--- config.mk ---
export PLATFORM = sky130hd
export DESIGN_NAME = valu_pipe_ctrl
export DESIGN_NICKNAME = d
export VERILOG_FILES = /design/src/verilog/valu_pkg.sv /design/src/verilog/valu_pipe_ctrl.sv
export VERILOG_INCLUDE_DIRS = /design/src /design/src/verilog
export SDC_FILE = /design/constraint.sdc
export NUM_CORES = 1
export LEC_CHECK = 0
export BUFFER_PORTS_ARGS = -buffer_cell sky130_fd_sc_hd__buf_2
export CAP_MARGIN = 20
export CORE_AREA = 5 5 42 44
export CTS_BUF_LIST = sky130_fd_sc_hd__clkbuf_16
export DETAILED_ROUTE_END_ITERATION = 8
export DIE_AREA = 0 0 47 49
export PLACE_DENSITY_LB_ADDON = 0.15
export SYNTH_ARGS = -nofsm -noshare
export SYNTH_HDL_FRONTEND = slang
export SYNTH_SLANG_ARGS = --single-unit
--- constraint.sdc ---
create_clock -name clk -period 2.8 [get_ports clk]
set_input_delay 0.7 -clock clk [delete_from_list [all_inputs] [get_ports clk]]
set_output_delay 0.7 -clock clk [all_outputs]
set_load 0.05 [all_outputs]
--- src/verilog/valu_cfg.svh ---
`ifndef VALU_CFG_SVH
`define VALU_CFG_SVH

// number of identical lanes in one request
`define VALU_LANES 2

// width of one lane in bits, also the widest element
`define VALU_XLEN 32

// register stages between request acceptance and response
// controller and lanes are both built around this depth
`define VALU_STAGES 4

`endif

--- src/verilog/valu_pkg.sv ---
`include "valu_cfg.svh"

package valu_pkg;

   // operation codes, grouped by datapath: logic/add, multiply, compare
   typedef enum logic [4:0] {
      OP_ADD   = 5'h00,
      OP_SUB   = 5'h01,
      OP_AND   = 5'h02,
      OP_OR    = 5'h03,
      OP_XOR   = 5'h04,
      OP_MUL   = 5'h08,     // low half of product
      OP_MULH  = 5'h09,     // high half, signed x signed
      OP_MULHU = 5'h0a,     // high half, unsigned x unsigned
      OP_MACC  = 5'h0b,     // low half of op1*op2+op3
      OP_SLT   = 5'h10,
      OP_SLTU  = 5'h11,
      OP_SLE   = 5'h12,
      OP_SLEU  = 5'h13,
      OP_SGT   = 5'h14,
      OP_SGTU  = 5'h15,
      OP_SEQ   = 5'h16,
      OP_SNE   = 5'h17
   } alu_op_e;

   // element width, 2'b11 is not a legal value
   typedef enum logic [1:0] {
      SEW8  = 2'b00,
      SEW16 = 2'b01,
      SEW32 = 2'b10
   } sew_e;

   typedef struct packed {
      alu_op_e                              op;
      logic [`VALU_LANES*`VALU_XLEN-1:0]    op1;   // lane l in bits [l*XLEN +: XLEN]
      logic [`VALU_LANES*`VALU_XLEN-1:0]    op2;
      logic [`VALU_LANES*`VALU_XLEN-1:0]    op3;   // accumulate term, macc only
   } alu_req_t;

   typedef struct packed {
      logic [`VALU_LANES*`VALU_XLEN-1:0]    result;  // zero above SEW in every lane
      sew_e                                 sew;     // width this item was computed with
   } alu_rsp_t;

   // stage control shared by all lanes
   typedef struct packed {
      logic [`VALU_STAGES-1:0]              en;    // en[i] loads stage register i
      sew_e [`VALU_STAGES-1:0]              sew;   // SEW of the item held in stage i
   } lane_ctl_t;

endpackage

--- src/verilog/valu_pipe_ctrl.sv ---
`include "valu_cfg.svh"

module valu_pipe_ctrl (
   input  logic                 clk,
   input  logic                 rstn,
   input  logic                 req_valid_i,
   input  logic                 rsp_ready_i,
   input  valu_pkg::sew_e       sew_i,        // width from the CSR, sampled on accept
   output logic                 req_ready_o,
   output logic                 rsp_valid_o,
   output logic                 pipe_empty_o,
   output valu_pkg::lane_ctl_t  lane_ctl_o
);

   localparam int S = `VALU_STAGES;

   logic [S-1:0]           vld_q;      // one valid bit per stage register
   valu_pkg::sew_e [S-1:0] sew_q;      // per-item width travels with the valid bit
   logic [S-1:0]           stage_en;
   logic                   advance;

   // everything moves together, a bubble in the last stage frees the whole chain
   assign advance = ~vld_q[S-1] | rsp_ready_i;

   // ready does not look at req_valid_i
   assign req_ready_o = advance;

   // a stage only loads when something real arrives from the left
   always_comb
   begin
      stage_en[0] = req_valid_i & advance;   // accept edge
      for (int i = 1; i < S; i++)
      begin
         stage_en[i] = vld_q[i-1] & advance;
      end
   end

   always_ff @(posedge clk)
   begin
      if (!rstn)
      begin
         vld_q <= '0;
      end
      else if (advance)
      begin
         vld_q <= {vld_q[S-2:0], req_valid_i};   // stall holds every bit
      end
   end

   always_ff @(posedge clk)
   begin
      if (stage_en[0])
      begin
         sew_q[0] <= sew_i;
      end
      for (int i = 1; i < S; i++)
      begin
         if (stage_en[i])
         begin
            sew_q[i] <= sew_q[i-1];
         end
      end
   end

   // an item accepted at edge k sits in the last stage after edge k+3
   // and leaves on the handshake at edge k+4 when rsp_ready_i is high
   assign rsp_valid_o  = vld_q[S-1];
   assign pipe_empty_o = ~|vld_q;

   assign lane_ctl_o.en  = stage_en;
   assign lane_ctl_o.sew = sew_q;

endmodule

==> run summary <==
Result of the run: finished clean
Maximum frequency from static timing analysis: 0.435 GHz
Tot GR Track Use: 8.55%
Worst Setup Start Kind: primary input
Pin count of the biggest net entering global routing: 10
Number of fill cells in the layout: 146
Overall die area: 2300 um2
H-Tree Level Count: 1
Yosys warning total: 0
Die height: 49 um
Final period util: 82.2%
Flops & latches, synth: 12
Sequential-to-total area share from yosys stat: 75.3%
TritonCTS clock tree: done
Slew @ Worst Pin: 0.343 ns
Clock root buffer: sky130_fd_sc_hd__clkbuf_16
Maximum root-to-sink buffer count: 2
Number of antenna violations at the first check in global routing: 0
Clock latency on the worst-skew pair: 0.24 ns
Boundary pin count: 21
Synth Area per Inst: 15.2 um2
Critical path capture point type: output pin
GRT Residual Overflow: 0
Clock input transition at the sequential cells of the worst setup and hold paths: 0.04 ns
Distinct cell type count after synthesis: 10
Starting utilization of the core area: 30.4%
Vias in the first global route: 326
Total of max-cap violations: 0
Die Span X: 47 um
Number of nets still failing antenna checks after routing: 0
Number of sinks handled by clock tree synthesis: 12
Minimum clock period after layout: 2.30 ns
First-pass GRT wire length: 1320 um
Total vias in the final route: 296
Initial drt markers: 4
Wire length after detailed routing: 786 um
Cts hold-fix bufs: 0
RSZ-0062 raised after global routing: no
Cell leakage power: 0.280 nW
Synthesized cell area: 425 um2
Antenna fix cells: 0
Path class of the lowest-slack min-delay path: flop to flop
Data arrival at the endpoint of the critical path: 1.60 ns
First drt pass iteration count: 4
Num rows: 14
Maximum fanout count along the critical path: 9
Critical path class: primary input to output pin
Number of buffers added by the clock tree synthesis step: 3
Final Hold Vio Count: 0
Placement-stage cell area: 534 um2
Skew final: 0.00247 ns
Pwr Density: 842 nW/um2
Via/cell ratio: 4.42
Worst setup slack for register-to-register paths: 1.67 ns
# resized after CTS: 0
Buffer count from post-CTS setup fixing: 0
Placer's final routability congestion estimate: 0.621
Final setup violation count: 0
Core box area: 1400 um2
Post-synthesis net count: 34
Post-detailed-route wirelength per cell: 11.7 um
Number of remaining DRC errors: 0
Layout cells sized above 1: 45.1%
Data required time of the worst path: 2.10 ns
Post-synthesis cell count: 28
Nets: 58
Max IR drop VDD: 0.356 mV
Worst rel slew slack: 77.1%
Buffers added on ports: 20
Layout-stage area growth over the synthesis result: 44.1%
Fin. max-slew vios: 0
Summed area of non-filler cells in the final layout: 613 um2
Setup tns final: 0 ns
## final cells by class
cell class	instances	area (um2)	area share, %
Multi-Input combinational cell	14	90.1	14.7
Clock inverter	1	3.75	0.612
Tap cell	16	20.0	3.27
Inverter	1	3.75	0.612
Clock buffer	3	75.1	12.2
Sequential cell	12	320	52.2
Timing Repair Buffer	20	100	16.3
## flip-flops by register name (all words and copies together), names as in the netlist
signal and cells:
vld_q 4, lane_ctl_o 8
## kinds of logic after synthesis
logic type	synth area share (%)
simple gates	12.4
flops	75.3
compound gates	1.77
buf+inv	3.53
mux	7.06
## worst max-delay path: stages
cell and delay [ns]:
sky130_fd_sc_hd__buf_2 0.07, sky130_fd_sc_hd__nand2b_1 0.30, sky130_fd_sc_hd__and2_1 0.25, sky130_fd_sc_hd__buf_2 0.29
## power breakdown
part	total, mW	switching, mW	internal (mW)	leakage (nW)
logic	0.0529	0.0410	0.0119	0.133
registers	0.200	0.00313	0.197	0.108
clock network	0.263	0.0750	0.188	0.0385
## worst paths after layout
check                     startpoint  cells after the start                       to
max reg2reg    vld_q[3]$_SDFFE_PN0P_                      2  lane_ctl_o[6]$_DFFE_PP_
min          lane_ctl_o[5]$_DFFE_PP_                      0  lane_ctl_o[7]$_DFFE_PP_
max                      rsp_ready_i                      4           lane_ctl_o[11]
min reg2reg  lane_ctl_o[5]$_DFFE_PP_                      0  lane_ctl_o[7]$_DFFE_PP_
## metal layers
| layer | wire length [um] | vias to the layer above | GRT usage, % |
|---|---|---|---|
| li1 | - | 143 | - |
| met1 | 277 | 134 | 8.43 |
| met2 | 381 | 16 | 12.7 |
| met3 | 92 | 3 | 3.32 |
| met4 | 35 | 0 | 8.29 |
| met5 | 0 | - | 0 |
## cell usage in the layout, fill, tap and decap left out
master / count
sky130_fd_sc_hd__a21boi_1: 1
sky130_fd_sc_hd__and2_1: 4
sky130_fd_sc_hd__buf_2: 20
sky130_fd_sc_hd__clkbuf_16: 3
sky130_fd_sc_hd__clkinv_1: 1
sky130_fd_sc_hd__dfxtp_1: 4
sky130_fd_sc_hd__edfxtp_1: 8
sky130_fd_sc_hd__inv_1: 1
sky130_fd_sc_hd__mux2i_1: 3
sky130_fd_sc_hd__nand2_1: 4
sky130_fd_sc_hd__nand2b_1: 1
sky130_fd_sc_hd__nor4_1: 1
## synthesized netlist by cell type
| master | n | share of area [%] |
|---|---|---|
| sky130_fd_sc_hd__and2_1 | 4 | 5.9 |
| sky130_fd_sc_hd__dfxtp_1 | 4 | 19 |
| sky130_fd_sc_hd__nand2b_1 | 1 | 1.5 |
| sky130_fd_sc_hd__inv_1 | 1 | 0.88 |
| sky130_fd_sc_hd__nand2_1 | 4 | 3.5 |
| sky130_fd_sc_hd__mux2i_1 | 3 | 7.1 |
| sky130_fd_sc_hd__nor4_1 | 1 | 1.5 |
| sky130_fd_sc_hd__edfxtp_1 | 8 | 56 |
| sky130_fd_sc_hd__buf_6 | 1 | 2.6 |
| sky130_fd_sc_hd__a21boi_1 | 1 | 1.8 |
## metrics by stage
step                      power, mW  utilization (%)  cells  hold slack [ns]  setup WS [ns]
after floorplan               0.243                -     28            0.446         0.0227
after global placement        0.256             38.1     63            0.431          0.530
after detailed placement      0.257             38.1     63            0.432          0.490
after CTS                     0.523             43.8     67            0.442          0.489
after global routing          0.536             43.8     67            0.451          0.402
final                         0.516             43.8     67            0.437          0.500
Note: power is estimated with default switching activity, not from simulation.
