## src/verilog/valu_cfg.svh

```systemverilog
`ifndef VALU_CFG_SVH
`define VALU_CFG_SVH

// number of identical lanes in one request
`define VALU_LANES 2

// width of one lane in bits, also the widest element
`define VALU_XLEN 32

// register stages between request acceptance and response
// controller and lanes are both built around this depth
`define VALU_STAGES 4

`endif

```

## src/verilog/valu_pkg.sv

```systemverilog
`include "valu_cfg.svh"

package valu_pkg;

   // operation codes, grouped by datapath: logic/add, multiply, compare
   typedef enum logic [4:0] {
      OP_ADD   = 5'h00,
      OP_SUB   = 5'h01,
      OP_AND   = 5'h02,
      OP_OR    = 5'h03,
      OP_XOR   = 5'h04,
      OP_MUL   = 5'h08,     // low half of product
      OP_MULH  = 5'h09,     // high half, signed x signed
      OP_MULHU = 5'h0a,     // high half, unsigned x unsigned
      OP_MACC  = 5'h0b,     // low half of op1*op2+op3
      OP_SLT   = 5'h10,
      OP_SLTU  = 5'h11,
      OP_SLE   = 5'h12,
      OP_SLEU  = 5'h13,
      OP_SGT   = 5'h14,
      OP_SGTU  = 5'h15,
      OP_SEQ   = 5'h16,
      OP_SNE   = 5'h17
   } alu_op_e;

   // element width, 2'b11 is not a legal value
   typedef enum logic [1:0] {
      SEW8  = 2'b00,
      SEW16 = 2'b01,
      SEW32 = 2'b10
   } sew_e;

   typedef struct packed {
      alu_op_e                              op;
      logic [`VALU_LANES*`VALU_XLEN-1:0]    op1;   // lane l in bits [l*XLEN +: XLEN]
      logic [`VALU_LANES*`VALU_XLEN-1:0]    op2;
      logic [`VALU_LANES*`VALU_XLEN-1:0]    op3;   // accumulate term, macc only
   } alu_req_t;

   typedef struct packed {
      logic [`VALU_LANES*`VALU_XLEN-1:0]    result;  // zero above SEW in every lane
      sew_e                                 sew;     // width this item was computed with
   } alu_rsp_t;

   // stage control shared by all lanes
   typedef struct packed {
      logic [`VALU_STAGES-1:0]              en;    // en[i] loads stage register i
      sew_e [`VALU_STAGES-1:0]              sew;   // SEW of the item held in stage i
   } lane_ctl_t;

endpackage

```

## src/verilog/valu_lane.sv

```systemverilog
`include "valu_cfg.svh"

module valu_lane (
   input  logic                   clk,
   input  logic                   rstn,
   input  valu_pkg::lane_ctl_t    lane_ctl_i,
   input  valu_pkg::alu_op_e      op_i,      // stage 1 opcode, one copy held in top
   input  logic [`VALU_XLEN-1:0]  op1_i,
   input  logic [`VALU_XLEN-1:0]  op2_i,
   input  logic [`VALU_XLEN-1:0]  op3_i,
   output logic [`VALU_XLEN-1:0]  result_o
);

   localparam int XLEN = `VALU_XLEN;

   // stage 1
   logic [XLEN-1:0]          op1_s1;
   logic [XLEN-1:0]          op2_s1;
   logic [XLEN-1:0]          op3_s1;
   logic signed [XLEN:0]     a_x;         // extended from SEW, one guard bit
   logic signed [XLEN:0]     b_x;
   logic signed [2*XLEN+1:0] prod_full;
   logic [XLEN-1:0]          alu_res;
   logic                     cmp_next;
   // stage 2
   valu_pkg::alu_op_e        op_s2;
   logic [2*XLEN-1:0]        res_s2;      // full product or zero-extended alu result
   logic [XLEN-1:0]          op3_s2;
   logic                     cmp_s2;
   // stage 3
   valu_pkg::alu_op_e        op_s3;
   logic [2*XLEN-1:0]        acc_s3;
   logic                     cmp_s3;
   logic [XLEN-1:0]          sel;
   logic [XLEN-1:0]          fmt;
   // stage 4
   logic [XLEN-1:0]          result_q;

   function automatic logic is_signed(input valu_pkg::alu_op_e op);
      return op inside {valu_pkg::OP_MULH, valu_pkg::OP_SLT, valu_pkg::OP_SLE,
                        valu_pkg::OP_SGT};
   endfunction

   function automatic logic is_mul(input valu_pkg::alu_op_e op);
      return op inside {valu_pkg::OP_MUL, valu_pkg::OP_MULH, valu_pkg::OP_MULHU,
                        valu_pkg::OP_MACC};
   endfunction

   function automatic logic is_cmp(input valu_pkg::alu_op_e op);
      return op inside {valu_pkg::OP_SLT, valu_pkg::OP_SLTU, valu_pkg::OP_SLE,
                        valu_pkg::OP_SLEU, valu_pkg::OP_SGT, valu_pkg::OP_SGTU,
                        valu_pkg::OP_SEQ, valu_pkg::OP_SNE};
   endfunction

   // unsigned ops get a zero guard bit, so one signed datapath serves both
   function automatic logic [XLEN:0] ext_op(input logic [XLEN-1:0] v,
                                            input valu_pkg::sew_e sew,
                                            input logic sgn);
      logic [XLEN:0] r;
      case (sew)
         valu_pkg::SEW8:  r = {{(XLEN-7){sgn & v[7]}}, v[7:0]};
         valu_pkg::SEW16: r = {{(XLEN-15){sgn & v[15]}}, v[15:0]};
         default:         r = {sgn & v[XLEN-1], v};
      endcase
      return r;
   endfunction

   always_ff @(posedge clk)
   begin
      if (lane_ctl_i.en[0])
      begin
         op1_s1 <= op1_i;
         op2_s1 <= op2_i;
         op3_s1 <= op3_i;
      end
   end

   assign a_x = ext_op(op1_s1, lane_ctl_i.sew[0], is_signed(op_i));
   assign b_x = ext_op(op2_s1, lane_ctl_i.sew[0], is_signed(op_i));

   assign prod_full = a_x * b_x;   // 33x33 signed, low 64 bits exact for both signs

   // bits above SEW are don't care here and cleared in stage 4
   always_comb
   begin
      case (op_i)
         valu_pkg::OP_SUB: alu_res = op1_s1 - op2_s1;
         valu_pkg::OP_AND: alu_res = op1_s1 & op2_s1;
         valu_pkg::OP_OR:  alu_res = op1_s1 | op2_s1;
         valu_pkg::OP_XOR: alu_res = op1_s1 ^ op2_s1;
         default:          alu_res = op1_s1 + op2_s1;
      endcase
   end

   always_comb
   begin
      case (op_i)
         valu_pkg::OP_SLT, valu_pkg::OP_SLTU: cmp_next = a_x < b_x;
         valu_pkg::OP_SLE, valu_pkg::OP_SLEU: cmp_next = a_x <= b_x;
         valu_pkg::OP_SGT, valu_pkg::OP_SGTU: cmp_next = a_x > b_x;
         valu_pkg::OP_SEQ:                    cmp_next = a_x == b_x;
         valu_pkg::OP_SNE:                    cmp_next = a_x != b_x;
         default:                             cmp_next = 1'b0;
      endcase
   end

   // opcode pipeline, stages 2 and 3
   always_ff @(posedge clk)
   begin
      if (!rstn)
      begin
         op_s2 <= valu_pkg::OP_ADD;
         op_s3 <= valu_pkg::OP_ADD;
      end
      else
      begin
         if (lane_ctl_i.en[1])
            op_s2 <= op_i;
         if (lane_ctl_i.en[2])
            op_s3 <= op_s2;
      end
   end

   always_ff @(posedge clk)
   begin
      if (lane_ctl_i.en[1])
      begin
         res_s2 <= is_mul(op_i) ? prod_full[2*XLEN-1:0] : {{XLEN{1'b0}}, alu_res};
         op3_s2 <= op3_s1;   // accumulate term lags one stage behind the product
         cmp_s2 <= cmp_next;
      end
   end

   always_ff @(posedge clk)
   begin
      if (lane_ctl_i.en[2])
      begin
         if (op_s2 == valu_pkg::OP_MACC)
            acc_s3 <= res_s2 + {{XLEN{1'b0}}, op3_s2};   // only low SEW bits survive
         else
            acc_s3 <= res_s2;
         cmp_s3 <= cmp_s2;
      end
   end

   // stage 4 format, width of the item now in stage 3
   always_comb
   begin
      sel = acc_s3[XLEN-1:0];
      if (is_cmp(op_s3))
      begin
         sel = {{(XLEN-1){1'b0}}, cmp_s3};
      end
      else if (op_s3 == valu_pkg::OP_MULH || op_s3 == valu_pkg::OP_MULHU)
      begin
         case (lane_ctl_i.sew[2])
            valu_pkg::SEW8:  sel = {{(XLEN-8){1'b0}}, acc_s3[15:8]};
            valu_pkg::SEW16: sel = {{(XLEN-16){1'b0}}, acc_s3[31:16]};
            default:         sel = acc_s3[2*XLEN-1:XLEN];
         endcase
      end
      case (lane_ctl_i.sew[2])
         valu_pkg::SEW8:  fmt = {{(XLEN-8){1'b0}}, sel[7:0]};
         valu_pkg::SEW16: fmt = {{(XLEN-16){1'b0}}, sel[15:0]};
         default:         fmt = sel;
      endcase
   end

   always_ff @(posedge clk)
   begin
      if (lane_ctl_i.en[3])
         result_q <= fmt;   // held under back-pressure
   end

   assign result_o = result_q;

endmodule

```

## config.mk

```make
export PLATFORM = sky130hd
export DESIGN_NAME = valu_lane
export DESIGN_NICKNAME = d
export VERILOG_FILES = /design/src/verilog/valu_pkg.sv /design/src/verilog/valu_lane.sv
export VERILOG_INCLUDE_DIRS = /design/src /design/src/verilog
export SDC_FILE = /design/constraint.sdc
export NUM_CORES = 2
export LEC_CHECK = 0
export BUFFER_PORTS_ARGS = -buffer_cell sky130_fd_sc_hd__clkbuf_2
export CAP_MARGIN = 40
export CORE_MARGIN = 1
export CORE_UTILIZATION = 65
export CTS_CLUSTER_DIAMETER = 50
export DETAILED_ROUTE_END_ITERATION = 10
export HOLD_SLACK_MARGIN = 0.05
export PLACE_DENSITY = 0.83
export SLEW_MARGIN = 15
export SYNTH_ARGS = -nofsm -noshare
export SYNTH_HDL_FRONTEND = slang
export SYNTH_SLANG_ARGS = --single-unit
```

## constraint.sdc

```tcl
create_clock -name clk -period 13.4 [get_ports clk]
set_input_delay 2.01 -clock clk [delete_from_list [all_inputs] [get_ports clk]]
set_output_delay 2.01 -clock clk [all_outputs]
set_load 0.005 [all_outputs]
```

==> results.yml <==
run_status:
  status: "complete, no violations"
global_route:
  grt_usage: 0.408
  antenna_found_initial: 6
  grt_pass1_vias: 45620
  grt_pass1_wl_mm: 261
  grt_overflow: 0
  grt_max_degree: 74
critical_path:
  r2r-start: "op1_s1[7]"
  slowest_stage: "o21ai_2"
  crit_buf_inv: 8
  r2r-end: "res_s2[38]"
  setup.worst_path.start: "op_i[2]"
  worstSetupPathType: "in2reg"
  cp-start-kind: "input port"
  crit_family: "adder cells"
  path_max_fanout: 16
  crit_top_cell: "fa_1"
  crit_end: "res_s2[38]"
  crit_arrival_ns: 12.66
  rrSetupSlack_ns: 2.45
  end_kind: "register"
  rr_worst_depth: 31
  slowest_delay_ns: 0.70
  crit_cells: 32
  critPathRequiredTime_ns: 13.71
floorplan:
  die_h_um: 293
  row_count: 106
  start_util: 0.658
  io_pins: 147
  die_w_um: 293
  die-area_um2: 86100
  core_area_um2: 83800
clock_network:
  cts_setup_buffers: 0
  cts_made_buffers: 29
  clk_pin_slew_ns: 0.07
  insertion_delay_ns: 0.60
  cts-root-buf: "clkbuf_16"
  cts_resized: 0
  holdBufCountCts: 0
  htreeDepth: 1
  clk_path_buf_depth: 3
  cts_tree: "yes"
  clock-sinks: 300
routing:
  dr.first_iter.drc_count: 4379
  dr.pass1.iters: 7
  wl_per_cell_um: 23.8
  antenna_left: 0
  vias: 43129
  drc: 0
  drt-total-wl_mm: 170
  vias_per_cell: 6.04
sta:
  rsz0062_at_grt: "no"
  setup_violations: 0
  clock.fmax_ghz: 0.0810
  hold_viol: 0
  fin_crit_sh: 0.921
  relSlewSlack: 0.330
  fin_tns_setup_ns: 0
  holdWs_ns: 0.422
  final_max_slew_viol_count: 0
  finClkSkew_ns: 0.0155
  finalCriticalPeriod_ns: 12.35
  tightest_slew_ns: 1.01
yosys:
  ys_types: 85
  synth_area_um2: 55200
  avgSynthCellArea_um2: 9.32
  synth_edf_count: 290
  synth_area_leader_cell: "fa_1"
  synth_area_leaders: "fa_1, edfxtp_1, ha_1"
  synth_top_area_frac: 0.409
  ys_ff_latch: 300
  netlist_instances: 5919
  async_reset_ff_frac: 0
  yosys_warnings: 0
  ys.flop_type: "edfxtp_1"
  ys_seq_area_frac: 0.161
  syn_nets: 7557
min_path:
  worstHoldStart: "op3_s1[23]"
  hp-class: "reg2reg"
  min_path_cells: 0
placement:
  dpl.hpwl_mm: 136
  io_buffers: 142
  gp_congestion: 1.03
final_layout:
  final_nets: 7622
  area_delta_synth_final_pct: 6.09
  drive_above_1_share: 0.0664
flow_run:
  max-cap-violations: 0
-- cell usage after synthesis (15+ instances only) --
master,n
nor3_1,34
o21a_1,16
a31oi_1,15
nor2b_1,25
a221oi_1,34
mux2i_1,24
clkbuf_1,194
nand2b_1,22
nand2_1,811
buf_2,30
xor2_1,54
buf_1,22
and3_1,25
fa_1,1127
edfxtp_1,290
nand3_1,50
o21bai_1,31
nand4_1,19
ha_1,396
nor2_1,608
inv_1,1320
o21ai_0,117
a21o_1,61
o21ai_1,20
a21oi_1,207
xnor2_1,128
a211oi_1,29
-- final cells by class --
cell class	count	area [um^2]
multi-input cells	4027	40300
clock inverters	13	111
inverters	1344	5050
flip-flops and latches	300	8910
fillers	6289	25300
clock buffers	41	855
diodes	1	2.50
repair buffers	282	1890
well taps	1134	1420
-- worst reg2reg max path, delay by kind of cell, from the launching register on --
kind                     cells  cell delay (ns)
AND/OR/NAND/NOR              4             0.75
buffers and inverters        9             2.20
flip-flops                   1             0.36
adder cells (fa/ha/maj)     10             5.02
AO/OA/AOI/OAI                7             1.77
XOR/XNOR                     1             0.57
-- worst min path at each step --
| stage | end |
|---|---|
| floorplan | cmp_s3 |
| global placement | op3_s2[27] |
| detailed placement | op3_s2[20] |
| CTS | op3_s2[17] |
| global route | op3_s2[29] |
| finish | op3_s2[23] |
-- layer usage --
metal	wire length, um	global-route usage
met2	75000	0.628
met4	12800	0.251
met5	52	0
met1	58200	0.501
met3	23900	0.132
-- placed cells by master, fill, tap and decap left out, types with 15 or more instances in the layout --
| cell | instances |
|---|---|
| nand2_1 | 811 |
| and3_1 | 25 |
| ha_1 | 396 |
| nand4_1 | 19 |
| mux2i_1 | 24 |
| inv_1 | 1317 |
| clkbuf_16 | 32 |
| a221oi_1 | 34 |
| xor2_1 | 54 |
| nand3_1 | 50 |
| a21o_1 | 61 |
| nor3_1 | 34 |
| nor2_1 | 607 |
| o21bai_1 | 31 |
| nor2b_1 | 25 |
| buf_4 | 129 |
| nand2b_1 | 22 |
| a31oi_1 | 15 |
| clkbuf_2 | 139 |
| a211oi_1 | 29 |
| edfxtp_1 | 290 |
| o21a_1 | 16 |
| fa_1 | 1127 |
| xnor2_1 | 128 |
| o21ai_1 | 22 |
| a21oi_2 | 16 |
| o21ai_0 | 113 |
| a21oi_1 | 196 |
| clkinv_1 | 17 |
-- stage by stage --
step,worst slack (ns),utilization,area [um^2],std cells
after global placement,0.961,0.685,57400,7075
after global routing,0.834,0.699,58500,7141
after CTS,1.49,0.698,58500,7138
final,1.05,0.699,58600,7142
after floorplan,2.61,-,55200,5919
after detailed placement,0.884,0.686,57500,7084
-- sequential cells by signal (all words and copies together) (netlist names) --
signal    flops
acc_s3       64
res_s2       64
op1_s1       32
op2_s1       32
op3_s1       32
op3_s2       32
result_o     32
op_s2         5
op_s3         5
cmp_s2        1
cmp_s3        1
-- cell families after synthesis --
kind of cell	after synthesis	share of synthesized area
and+or+nand+nor	1663	0.124
AOI/OAI and AO/OA	630	0.0730
muxes	29	0.00537
xor gates and xnor gates	182	0.0289
buffers and inverters	1592	0.109
adders and majority gates	1523	0.499
DFF	300	0.161
Power is left out: the tool's default activity adds up to more than one toggle a clock period on the data nets, which glitch-free logic cannot reach.
