<file path="src/verilog/valu_cfg.svh">
`ifndef VALU_CFG_SVH
`define VALU_CFG_SVH

// number of identical lanes in one request
`define VALU_LANES 2

// width of one lane in bits, also the widest element
`define VALU_XLEN 32

// register stages between request acceptance and response
// controller and lanes are both built around this depth
`define VALU_STAGES 4

`endif

</file>
<file path="src/verilog/valu_pkg.sv">
`include "valu_cfg.svh"

package valu_pkg;

   // operation codes, grouped by datapath: logic/add, multiply, compare
   typedef enum logic [4:0] {
      OP_ADD   = 5'h00,
      OP_SUB   = 5'h01,
      OP_AND   = 5'h02,
      OP_OR    = 5'h03,
      OP_XOR   = 5'h04,
      OP_MUL   = 5'h08,     // low half of product
      OP_MULH  = 5'h09,     // high half, signed x signed
      OP_MULHU = 5'h0a,     // high half, unsigned x unsigned
      OP_MACC  = 5'h0b,     // low half of op1*op2+op3
      OP_SLT   = 5'h10,
      OP_SLTU  = 5'h11,
      OP_SLE   = 5'h12,
      OP_SLEU  = 5'h13,
      OP_SGT   = 5'h14,
      OP_SGTU  = 5'h15,
      OP_SEQ   = 5'h16,
      OP_SNE   = 5'h17
   } alu_op_e;

   // element width, 2'b11 is not a legal value
   typedef enum logic [1:0] {
      SEW8  = 2'b00,
      SEW16 = 2'b01,
      SEW32 = 2'b10
   } sew_e;

   typedef struct packed {
      alu_op_e                              op;
      logic [`VALU_LANES*`VALU_XLEN-1:0]    op1;   // lane l in bits [l*XLEN +: XLEN]
      logic [`VALU_LANES*`VALU_XLEN-1:0]    op2;
      logic [`VALU_LANES*`VALU_XLEN-1:0]    op3;   // accumulate term, macc only
   } alu_req_t;

   typedef struct packed {
      logic [`VALU_LANES*`VALU_XLEN-1:0]    result;  // zero above SEW in every lane
      sew_e                                 sew;     // width this item was computed with
   } alu_rsp_t;

   // stage control shared by all lanes
   typedef struct packed {
      logic [`VALU_STAGES-1:0]              en;    // en[i] loads stage register i
      sew_e [`VALU_STAGES-1:0]              sew;   // SEW of the item held in stage i
   } lane_ctl_t;

endpackage

</file>
<file path="src/verilog/valu_csr.sv">
module valu_csr (
   input  logic            clk,
   input  logic            rstn,
   input  logic            cfg_valid_i,
   input  valu_pkg::sew_e  cfg_sew_i,
   input  logic            pipe_empty_i,   // no item in any stage
   input  logic            req_valid_i,
   output logic            cfg_ready_o,
   output valu_pkg::sew_e  sew_o
);

   valu_pkg::sew_e sew_q;   // current element width
   logic           cfg_write;
   logic           sew_legal;

   // grant only with nothing in flight and no request waiting,
   // so a width change never splits an item or races an accept
   assign cfg_ready_o = pipe_empty_i & ~req_valid_i;

   assign cfg_write = cfg_valid_i & cfg_ready_o;

   // 2'b11 has no width, such a write completes but is dropped
   assign sew_legal = cfg_sew_i inside {valu_pkg::SEW8, valu_pkg::SEW16, valu_pkg::SEW32};

   always_ff @(posedge clk)
   begin
      if (!rstn)
      begin
         sew_q <= valu_pkg::SEW32;   // full width out of reset
      end
      else if (cfg_write && sew_legal)
      begin
         sew_q <= cfg_sew_i;         // visible from the next cycle on
      end
   end

   assign sew_o = sew_q;   // read-back and source for the controller

endmodule

</file>
<file path="config.mk">
export PLATFORM = sky130hd
export DESIGN_NAME = valu_csr
export DESIGN_NICKNAME = d
export VERILOG_FILES = /design/src/verilog/valu_pkg.sv /design/src/verilog/valu_csr.sv
export VERILOG_INCLUDE_DIRS = /design/src /design/src/verilog
export SDC_FILE = /design/constraint.sdc
export NUM_CORES = 1
export LEC_CHECK = 0
export ABC_AREA = 1
export BUFFER_PORTS_ARGS = -buffer_cell sky130_fd_sc_hd__buf_2
export CORE_AREA = 5 5 42 44
export CTS_CLUSTER_SIZE = 20
export DETAILED_ROUTE_END_ITERATION = 12
export DIE_AREA = 0 0 47 49
export GPL_TIMING_DRIVEN = 0
export HOLD_SLACK_MARGIN = 0.06
export PLACE_DENSITY_LB_ADDON = 0.1
export SYNTH_ARGS = -nofsm -noshare
export SYNTH_HDL_FRONTEND = slang
export SYNTH_SLANG_ARGS = --single-unit
</file>
<file path="constraint.sdc">
create_clock -name clk -period 0.97 [get_ports clk]
set_input_delay 0.097 -clock clk [delete_from_list [all_inputs] [get_ports clk]]
set_output_delay 0.097 -clock clk [all_outputs]
set_load 0.02 [all_outputs]
</file>
==> results.py, run 1 <==
metrics = {
    "worst_setup_path": {
        "r2r_end": "sew_o[1]",
        "end_kind": "output port",
        "slowest_stage": "dfxtp_1",
        "start_kind": "flop",
        "reg2reg_from": "sew_o[1]",
        "crit_path_end": "sew_o[0]",
        "rr_worst_depth": 2,
        "path_max_fanout": 2,
        "cp.arrival_ns": 0.70,
        "crit_type": "reg2out",
        "slowest_delay_ns": 0.31,
        "critPathBufInv": 1,
        "path_cells": "buf_2",
        "crit_family": "flip-flops",
        "required_ns": 0.87,
        "cp-startpoint": "sew_o[0]",
        "crit_cells": 1,
        "rrSetupSlack_ns": 0.41,
    },
    "cells_and_area": {
        "final_layout_size_suffix_gt1_share_pct": 62.07,
        "area_delta_synth_final_pct": 73.68,
        "fin_util_pct": 14.73,
        "final_common_cell": "buf_2",
        "fillers": 179,
        "final_cell_area_um2": 206.4,
        "num-nets-final": 38,
        "final_cell_mix": "buf_2 (9), nand2_2 (3), clkbuf_4 (3)",
        "antennaDiodeCount": 0,
        "fin_cells": 45,
        "largest_reg_flops": 2,
        "multi_input_area_um2": 67.56,
        "seq_area_um2": 40.04,
    },
    "floorplanning": {
        "coreArea_mm2": 0.001401,
        "initial_core_util_pct": 8.482,
        "die_area_mm2": 0.002303,
        "die_x_um": 47,
        "row_count": 14,
        "io_pins": 10,
        "dieHeight_um": 49,
    },
    "route": {
        "dr.pass1.iters": 3,
        "finalWirelength_um": 345,
        "drt_iter0_drc": 4,
        "drtAntennaViolNets": 0,
        "dr_total_vias": 140,
        "routedWlPerCell_um": 7.667,
        "viasPerCell": 3.111,
        "drc": 0,
    },
    "logic_synthesis": {
        "ys_seq_area_share_pct": 33.68,
        "netlist_area_um2": 118.9,
        "ys_ff_latch": 2,
        "synth.top_cells.by_area": "dfxtp_1 (34%), nand2_2 (16%), nor2_4 (9.5%)",
        "synth_cells": 17,
        "synth.distinct_cells": 11,
        "synth_largest_area_cell": "dfxtp_1",
        "synth_top_area_share_pct": 33.68,
        "avgSynthCellArea_um2": 6.992,
        "syn_nets": 24,
        "synth_warnings": 0,
    },
    "grt": {
        "grt_max_degree": 3,
        "grt_pass1_wl_um": 641,
        "grt.total_usage_pct": 4.287,
        "grt_pass1_vias": 189,
        "overflow": 0,
        "antenna_found_initial": 0,
    },
    "timing": {
        "hold_slack_ns": 0.08744,
        "fin_crit_ns": 0.7978,
        "drv_slew": 0,
        "tns_ns": 0,
        "hold_violations": 0,
        "tightest_slew_ns": 0.09993,
        "rsz0062_at_grt": "false",
        "setup_viol": 0,
        "period_share_pct": 82.24,
        "maxSlewHeadroom_pct": 93.29,
        "skew_ns": 0,
        "fmax_ghz": 1.254,
    },
    "clock_tree": {
        "cts_root_buffer": "clkbuf_4",
        "hold_buffers": 0,
        "cts_buffers": 3,
        "clk_latency_ns": 0.22,
        "postCtsSetupRepairBufs": 0,
        "ctsLongestPathBuffers": 2,
        "htree_levels": 1,
        "cts_resized": 0,
        "clkTransAtPathRegs_ns": 0.03,
        "cts.sinks": 2,
        "cts_tree": "yes",
    },
    "placed_design": {
        "hpwlAfterDp_um": 305.4,
        "place_congestion": 0.6635,
        "port_buffers": 9,
        "placed_area_um2": 183.9,
        "dp_cells": 42,
    },
    "run": {
        "drv_cap": 0,
    },
    "worst_hold_path": {
        "min_path_type": "in2reg",
    },
    "status": {
        "status": "completed",
    },
    "power_and_ir_drop": {
        "peakVddDrop_mv": 0.4228,
        "p_leak_nw": 0.1032,
        "power_density_mw_per_mm2": 1571,
    },
}
## per-stage QoR
| stage | setup slack (ns) | total power, W |
|---|---|---|
| floorplan | 0.3155 | 0.0001188 |
| global placement | 0.2937 | 0.0001443 |
| detailed placement | 0.2920 | 0.0001450 |
| CTS | 0.1569 | 0.0003327 |
| global route | 0.1507 | 0.0003437 |
| finish | 0.1722 | 0.0003244 |
## cell usage after synthesis
cell / count
nand2_2: 3
nor2_4: 1
nor2_2: 1
nand2_1: 2
o21ai_1: 1
nor2_1: 2
nand3_1: 1
inv_1: 2
inv_2: 1
nand4_1: 1
dfxtp_1: 2
## layout make-up
cell class,instances,share of cell area (%)
multi-input combinational,12,32.73
timing repair buffer,9,21.82
sequential,2,19.39
clock buffer,3,10.91
tap,16,9.697
inverter,3,5.455
## worst min-delay path by stage
stage	startpoint	end	slack (ns)	depth (start not counted)
after floorplan	rstn	sew_o[1]	0.18	1
final	rstn	sew_o[1]	0.09	2
after global placement	rstn	sew_o[1]	0.31	2
after CTS	rstn	sew_o[1]	0.09	2
after detailed placement	rstn	sew_o[1]	0.32	2
after global routing	rstn	sew_o[1]	0.09	2
## cell families after synthesis
family	share of synthesized area, %
flip-flops	33.69
AND/OR/NAND/NOR	52.64
buffers and inverters	9.473
AO/OA/AOI/OAI	4.206
## power by group
part | internal, W | total, W | switching (W)
clock | 0.000136 | 0.000182 | 0.0000455
combinational | 0.0000222 | 0.0000540 | 0.0000319
sequential | 0.0000869 | 0.0000885 | 0.00000166
total | 0.000245 | 0.000324 | 0.0000791
## per-layer routing
metal,GRT usage (%),vias to the layer above,routed length (um)
li1,-,76,-
met1,3.057,63,115
met2,6.561,1,229
met3,2.214,0,0
met4,5.530,0,0
met5,0,-,0
Note: power is estimated with default switching activity, not from simulation.
==> inputs of run 2 (changes only) <==
==> constraint.sdc (replaced) <==
create_clock -name clk -period 0.8 [get_ports clk]
set_input_delay 0.08 -clock clk [delete_from_list [all_inputs] [get_ports clk]]
set_output_delay 0.08 -clock clk [all_outputs]
set_load 0.02 [all_outputs]
==> results.py, run 2 (synthesis results as in run 1) <==
metrics = {
    "status": {
        "status": "completed",
    },
    "cells_and_area": {
        "num-nets-final": 38,
        "final_cell_mix": "buf_2 (8), nand2_2 (3), clkbuf_4 (3)",
        "final_common_cell": "buf_2",
        "antennaDiodeCount": 0,
        "final_layout_size_suffix_gt1_share_pct": 62.07,
        "largest_reg_flops": 2,
        "area_delta_synth_final_pct": 75.79,
        "fillers": 180,
    },
    "timing": {
        "rsz0062_at_grt": "false",
        "skew_ns": 0,
        "tns_ns": 0,
        "setup_viol": 0,
        "maxSlewHeadroom_pct": 93.29,
        "fmax_ghz": 1.281,
        "drv_slew": 0,
        "period_share_pct": 97.61,
        "tightest_slew_ns": 0.09993,
        "hold_violations": 0,
        "fin_crit_ns": 0.7809,
    },
    "grt": {
        "antenna_found_initial": 0,
        "grt.total_usage_pct": 4.287,
        "overflow": 0,
        "grt_pass1_vias": 189,
        "grt_pass1_wl_um": 641,
        "grt_max_degree": 3,
    },
    "placed_design": {
        "port_buffers": 9,
        "hpwlAfterDp_um": 305.4,
        "place_congestion": 0.6635,
    },
    "power_and_ir_drop": {
        "swShare_pct": 24.33,
        "power.net_switching_w": 0.00009605,
        "peakVddDrop_mv": 0.5128,
        "p_leak_nw": 0.1050,
        "power_density_mw_per_mm2": 1889,
        "clkPwrFrac_pct": 55.9,
        "internal-power_w": 0.0002987,
        "p_total_w": 0.0003948,
        "comb_power_share_pct": 16.9,
        "pwr-share-seq_pct": 27.2,
    },
    "worst_setup_path": {
        "crit_family": "flip-flops",
        "critPathBufInv": 1,
        "slowest_delay_ns": 0.31,
        "end_kind": "output port",
        "rrSetupSlack_ns": 0.23,
        "start_kind": "flop",
        "crit_type": "reg2out",
        "path_max_fanout": 2,
        "slowest_stage": "dfxtp_1",
        "required_ns": 0.72,
        "cp.arrival_ns": 0.70,
        "path_cells": "buf_2",
    },
    "route": {
        "drtAntennaViolNets": 0,
        "finalWirelength_um": 345,
        "dr_total_vias": 140,
        "dr.pass1.iters": 3,
        "routedWlPerCell_um": 7.667,
        "drt_iter0_drc": 4,
        "viasPerCell": 3.111,
        "drc": 0,
    },
    "clock_tree": {
        "htree_levels": 1,
        "hold_buffers": 0,
        "postCtsSetupRepairBufs": 0,
        "ctsLongestPathBuffers": 2,
        "cts_buffers": 3,
        "clkTransAtPathRegs_ns": 0.03,
        "cts.sinks": 2,
        "clk_latency_ns": 0.22,
        "cts_tree": "yes",
        "cts_resized": 0,
        "cts_root_buffer": "clkbuf_4",
    },
    "floorplanning": {
        "die_area_mm2": 0.002303,
        "die_x_um": 47,
        "row_count": 14,
        "initial_core_util_pct": 8.482,
        "coreArea_mm2": 0.001401,
        "io_pins": 10,
        "dieHeight_um": 49,
    },
    "worst_hold_path": {
        "min_path_type": "in2reg",
    },
    "run": {
        "drv_cap": 0,
    },
}
## run 2: path summary, 6_finish.rpt
check | startpoint | end | depth (start not counted)
min | rstn | sew_o[1] | 2
max | sew_o[0] | sew_o[0] | 1
max reg2reg | sew_o[1] | sew_o[1] | 2
min reg2reg | sew_o[1] | sew_o[1] | 2
## run 2: final cells by class
type	count	area (um2)	area share, %
sequential	2	40.04	19.16
inverter	3	11.26	5.389
tap	16	20.02	9.581
timing repair buffer	9	47.55	22.75
clock buffer	3	22.52	10.78
multi-input combinational	12	67.56	32.34
## run 2: metal layers
| metal | wire length (um) | vias to the layer above | GRT usage [%] |
|---|---|---|---|
| met5 | 0 | - | 0 |
| met4 | 0 | 0 | 5.530 |
| met3 | 0 | 0 | 2.214 |
| met2 | 229 | 1 | 6.561 |
| met1 | 115 | 63 | 3.057 |
| li1 | - | 76 | - |
## run 2: metrics by stage
step                cells  util [%]  hold slack [ns]  area (um2)  setup WS [ns]
finish                 45     14.91          0.07044       209.0        0.01909
global route           45     14.91          0.07391       209.0       0.001310
CTS                    45     14.73          0.07197       206.4       0.003947
detailed placement     42     13.13           0.3018       183.9         0.1390
global placement       42     13.13           0.2968       183.9         0.1407
floorplan              17         -           0.1646       118.9         0.1625
## run 2: power groups by stage
stage          clock network [W]  registers [W]   logic, W
3_5_place_dp                   0       0.000109  0.0000668
4_1_cts                 0.000229       0.000108  0.0000672
2_1_floorplan                  0       0.000115  0.0000296
6_report                0.000221       0.000107  0.0000668
5_1_grt                 0.000234       0.000108  0.0000760
3_3_place_gp                   0       0.000109  0.0000661
==> inputs of run 3 (changes only) <==
--- a/config.mk
+++ b/config.mk
@@ -14,7 +14,7 @@
 export DIE_AREA = 0 0 47 49
 export GPL_TIMING_DRIVEN = 0
 export HOLD_SLACK_MARGIN = 0.06
-export PLACE_DENSITY_LB_ADDON = 0.1
+export PLACE_DENSITY = 0.3
 export SYNTH_ARGS = -nofsm -noshare
 export SYNTH_HDL_FRONTEND = slang
 export SYNTH_SLANG_ARGS = --single-unit
==> results.py, run 3 (synthesis results as in run 1) <==
metrics = {
    "status": {
        "status": "completed",
    },
    "grt": {
        "grt_pass1_wl_um": 545,
        "grt_max_degree": 3,
        "grt.total_usage_pct": 3.371,
        "overflow": 0,
        "grt_pass1_vias": 146,
        "antenna_found_initial": 0,
    },
    "cells_and_area": {
        "final_cell_mix": "buf_2 (7), nand2_2 (3), clkbuf_4 (3)",
        "largest_reg_flops": 2,
        "fin_util_pct": 15.45,
        "final_common_cell": "buf_2",
        "area_delta_synth_final_pct": 82.11,
        "final_layout_size_suffix_gt1_share_pct": 65.52,
        "final_cell_area_um2": 216.5,
        "antennaDiodeCount": 0,
        "num-nets-final": 38,
        "fillers": 172,
    },
    "worst_hold_path": {
        "min-delay-start": "rstn",
        "hold-path-endpoint": "sew_o[1]",
        "worstHoldPathCells": 2,
        "min_path_type": "in2reg",
    },
    "route": {
        "drt_iter0_drc": 6,
        "drc": 0,
        "dr.pass1.iters": 4,
        "viasPerCell": 3.311,
        "met1_length_um": 117,
        "routedWlPerCell_um": 6.711,
        "finalWirelength_um": 302,
        "routed.top_layer": "met3",
        "drtAntennaViolNets": 0,
        "wl_met2_um": 140,
        "dr_total_vias": 149,
        "wl_met3_um": 44,
    },
    "power_and_ir_drop": {
        "power_density_mw_per_mm2": 1807,
        "p_total_w": 0.0003911,
        "pwr-share-seq_pct": 27.7,
        "swShare_pct": 22.96,
        "power.net_switching_w": 0.00008981,
        "internal-power_w": 0.0003013,
        "p_leak_nw": 0.1062,
        "peakVddDrop_mv": 0.5449,
        "clkPwrFrac_pct": 54.5,
        "comb_power_share_pct": 17.7,
    },
    "worst_setup_path": {
        "rrSetupSlack_ns": 0.23,
        "r2r_end": "sew_o[0]",
        "slowest_stage": "dfxtp_1",
        "cp.arrival_ns": 0.67,
        "crit_cells": 1,
        "path_cells": "buf_4",
        "critPathBufInv": 1,
        "end_kind": "output port",
        "required_ns": 0.72,
        "path_max_fanout": 2,
        "crit_type": "reg2out",
        "slowest_delay_ns": 0.32,
        "rr_worst_depth": 2,
        "reg2reg_from": "sew_o[0]",
        "start_kind": "flop",
        "crit_family": "flip-flops",
    },
    "clock_tree": {
        "cts_tree": "yes",
        "cts.sinks": 2,
        "clkTransAtPathRegs_ns": 0.03,
        "postCtsSetupRepairBufs": 0,
        "cts_buffers": 3,
        "clk_latency_ns": 0.22,
        "ctsLongestPathBuffers": 2,
        "htree_levels": 1,
        "cts_root_buffer": "clkbuf_4",
    },
    "floorplanning": {
        "die_area_mm2": 0.002303,
        "coreArea_mm2": 0.001401,
        "row_count": 14,
        "die_x_um": 47,
        "dieHeight_um": 49,
        "initial_core_util_pct": 8.482,
        "io_pins": 10,
    },
    "placed_design": {
        "hpwlAfterDp_um": 280.5,
        "port_buffers": 9,
        "place_congestion": 0.6020,
        "placed_area_um2": 183.9,
    },
    "timing": {
        "skew_ns": 0,
        "fmax_ghz": 1.330,
        "drv_slew": 0,
        "period_share_pct": 93.98,
        "setup_viol": 0,
        "rsz0062_at_grt": "false",
        "hold_violations": 0,
        "tightest_slew_ns": 0.09741,
        "tns_ns": 0,
        "fin_crit_ns": 0.7519,
        "hold_slack_ns": 0.06911,
        "maxSlewHeadroom_pct": 93.46,
    },
    "run": {
        "drv_cap": 0,
    },
}
run 3: cell counts in the layout (fill, tap and decap cells not counted):
Identical to the previous run, type by type.
run 3: stage by stage:
step                      instances  setup slack [ns]
after global placement           42            0.1695
final                            45           0.04812
after global routing             45          0.004531
after CTS                        45          0.008928
after detailed placement         42            0.1517
after floorplan                  17            0.1625
run 3: metal layers:
| metal | vias to the layer above | global-route usage (%) |
|---|---|---|
| met5 | - | 0 |
| met3 | 0 | 3.690 |
| met1 | 63 | 3.922 |
| met4 | 0 | 1.382 |
| met2 | 9 | 3.846 |
| li1 | 77 | - |
run 3: worst register-to-register path: cells and delay by family, from the launching register on:
kind / cells / cell delay (ns)
flip-flops: 1 / 0.31
AND/OR/NAND/NOR: 2 / 0.14
run 3: cell type report:
class	instances	area [um2]	area share, %
well taps	16	20.02	9.249
flip-flops and latches	2	41.29	19.08
clock buffers	3	22.52	10.40
multi-input cells	12	67.56	31.21
repair buffers	9	53.80	24.86
inverters	3	11.26	5.202
run 3: worst max-delay path by stage:
stage	from	end
after floorplan	pipe_empty_i	sew_o[0]
after global placement	cfg_sew_i[0]	sew_o[1]
after detailed placement	cfg_sew_i[0]	sew_o[1]
after CTS	sew_o[0]	sew_o[0]
after global routing	sew_o[1]	sew_o[1]
final	sew_o[1]	sew_o[1]
run 3: power groups by stage:
stage	Sequential [W]	Clock [W]	Combinational, W
CTS	0.000107	0.000225	0.0000669
global route	0.000109	0.000251	0.0000764
finish	0.000108	0.000213	0.0000694
global placement	0.000109	0	0.0000647
detailed placement	0.000109	0	0.0000668
floorplan	0.000115	0	0.0000296
run 3: what timing repair did:
item,in CTS,in global routing
setup endpoints to repair,0,2
resized for setup,0,4
hold buffers,0,0
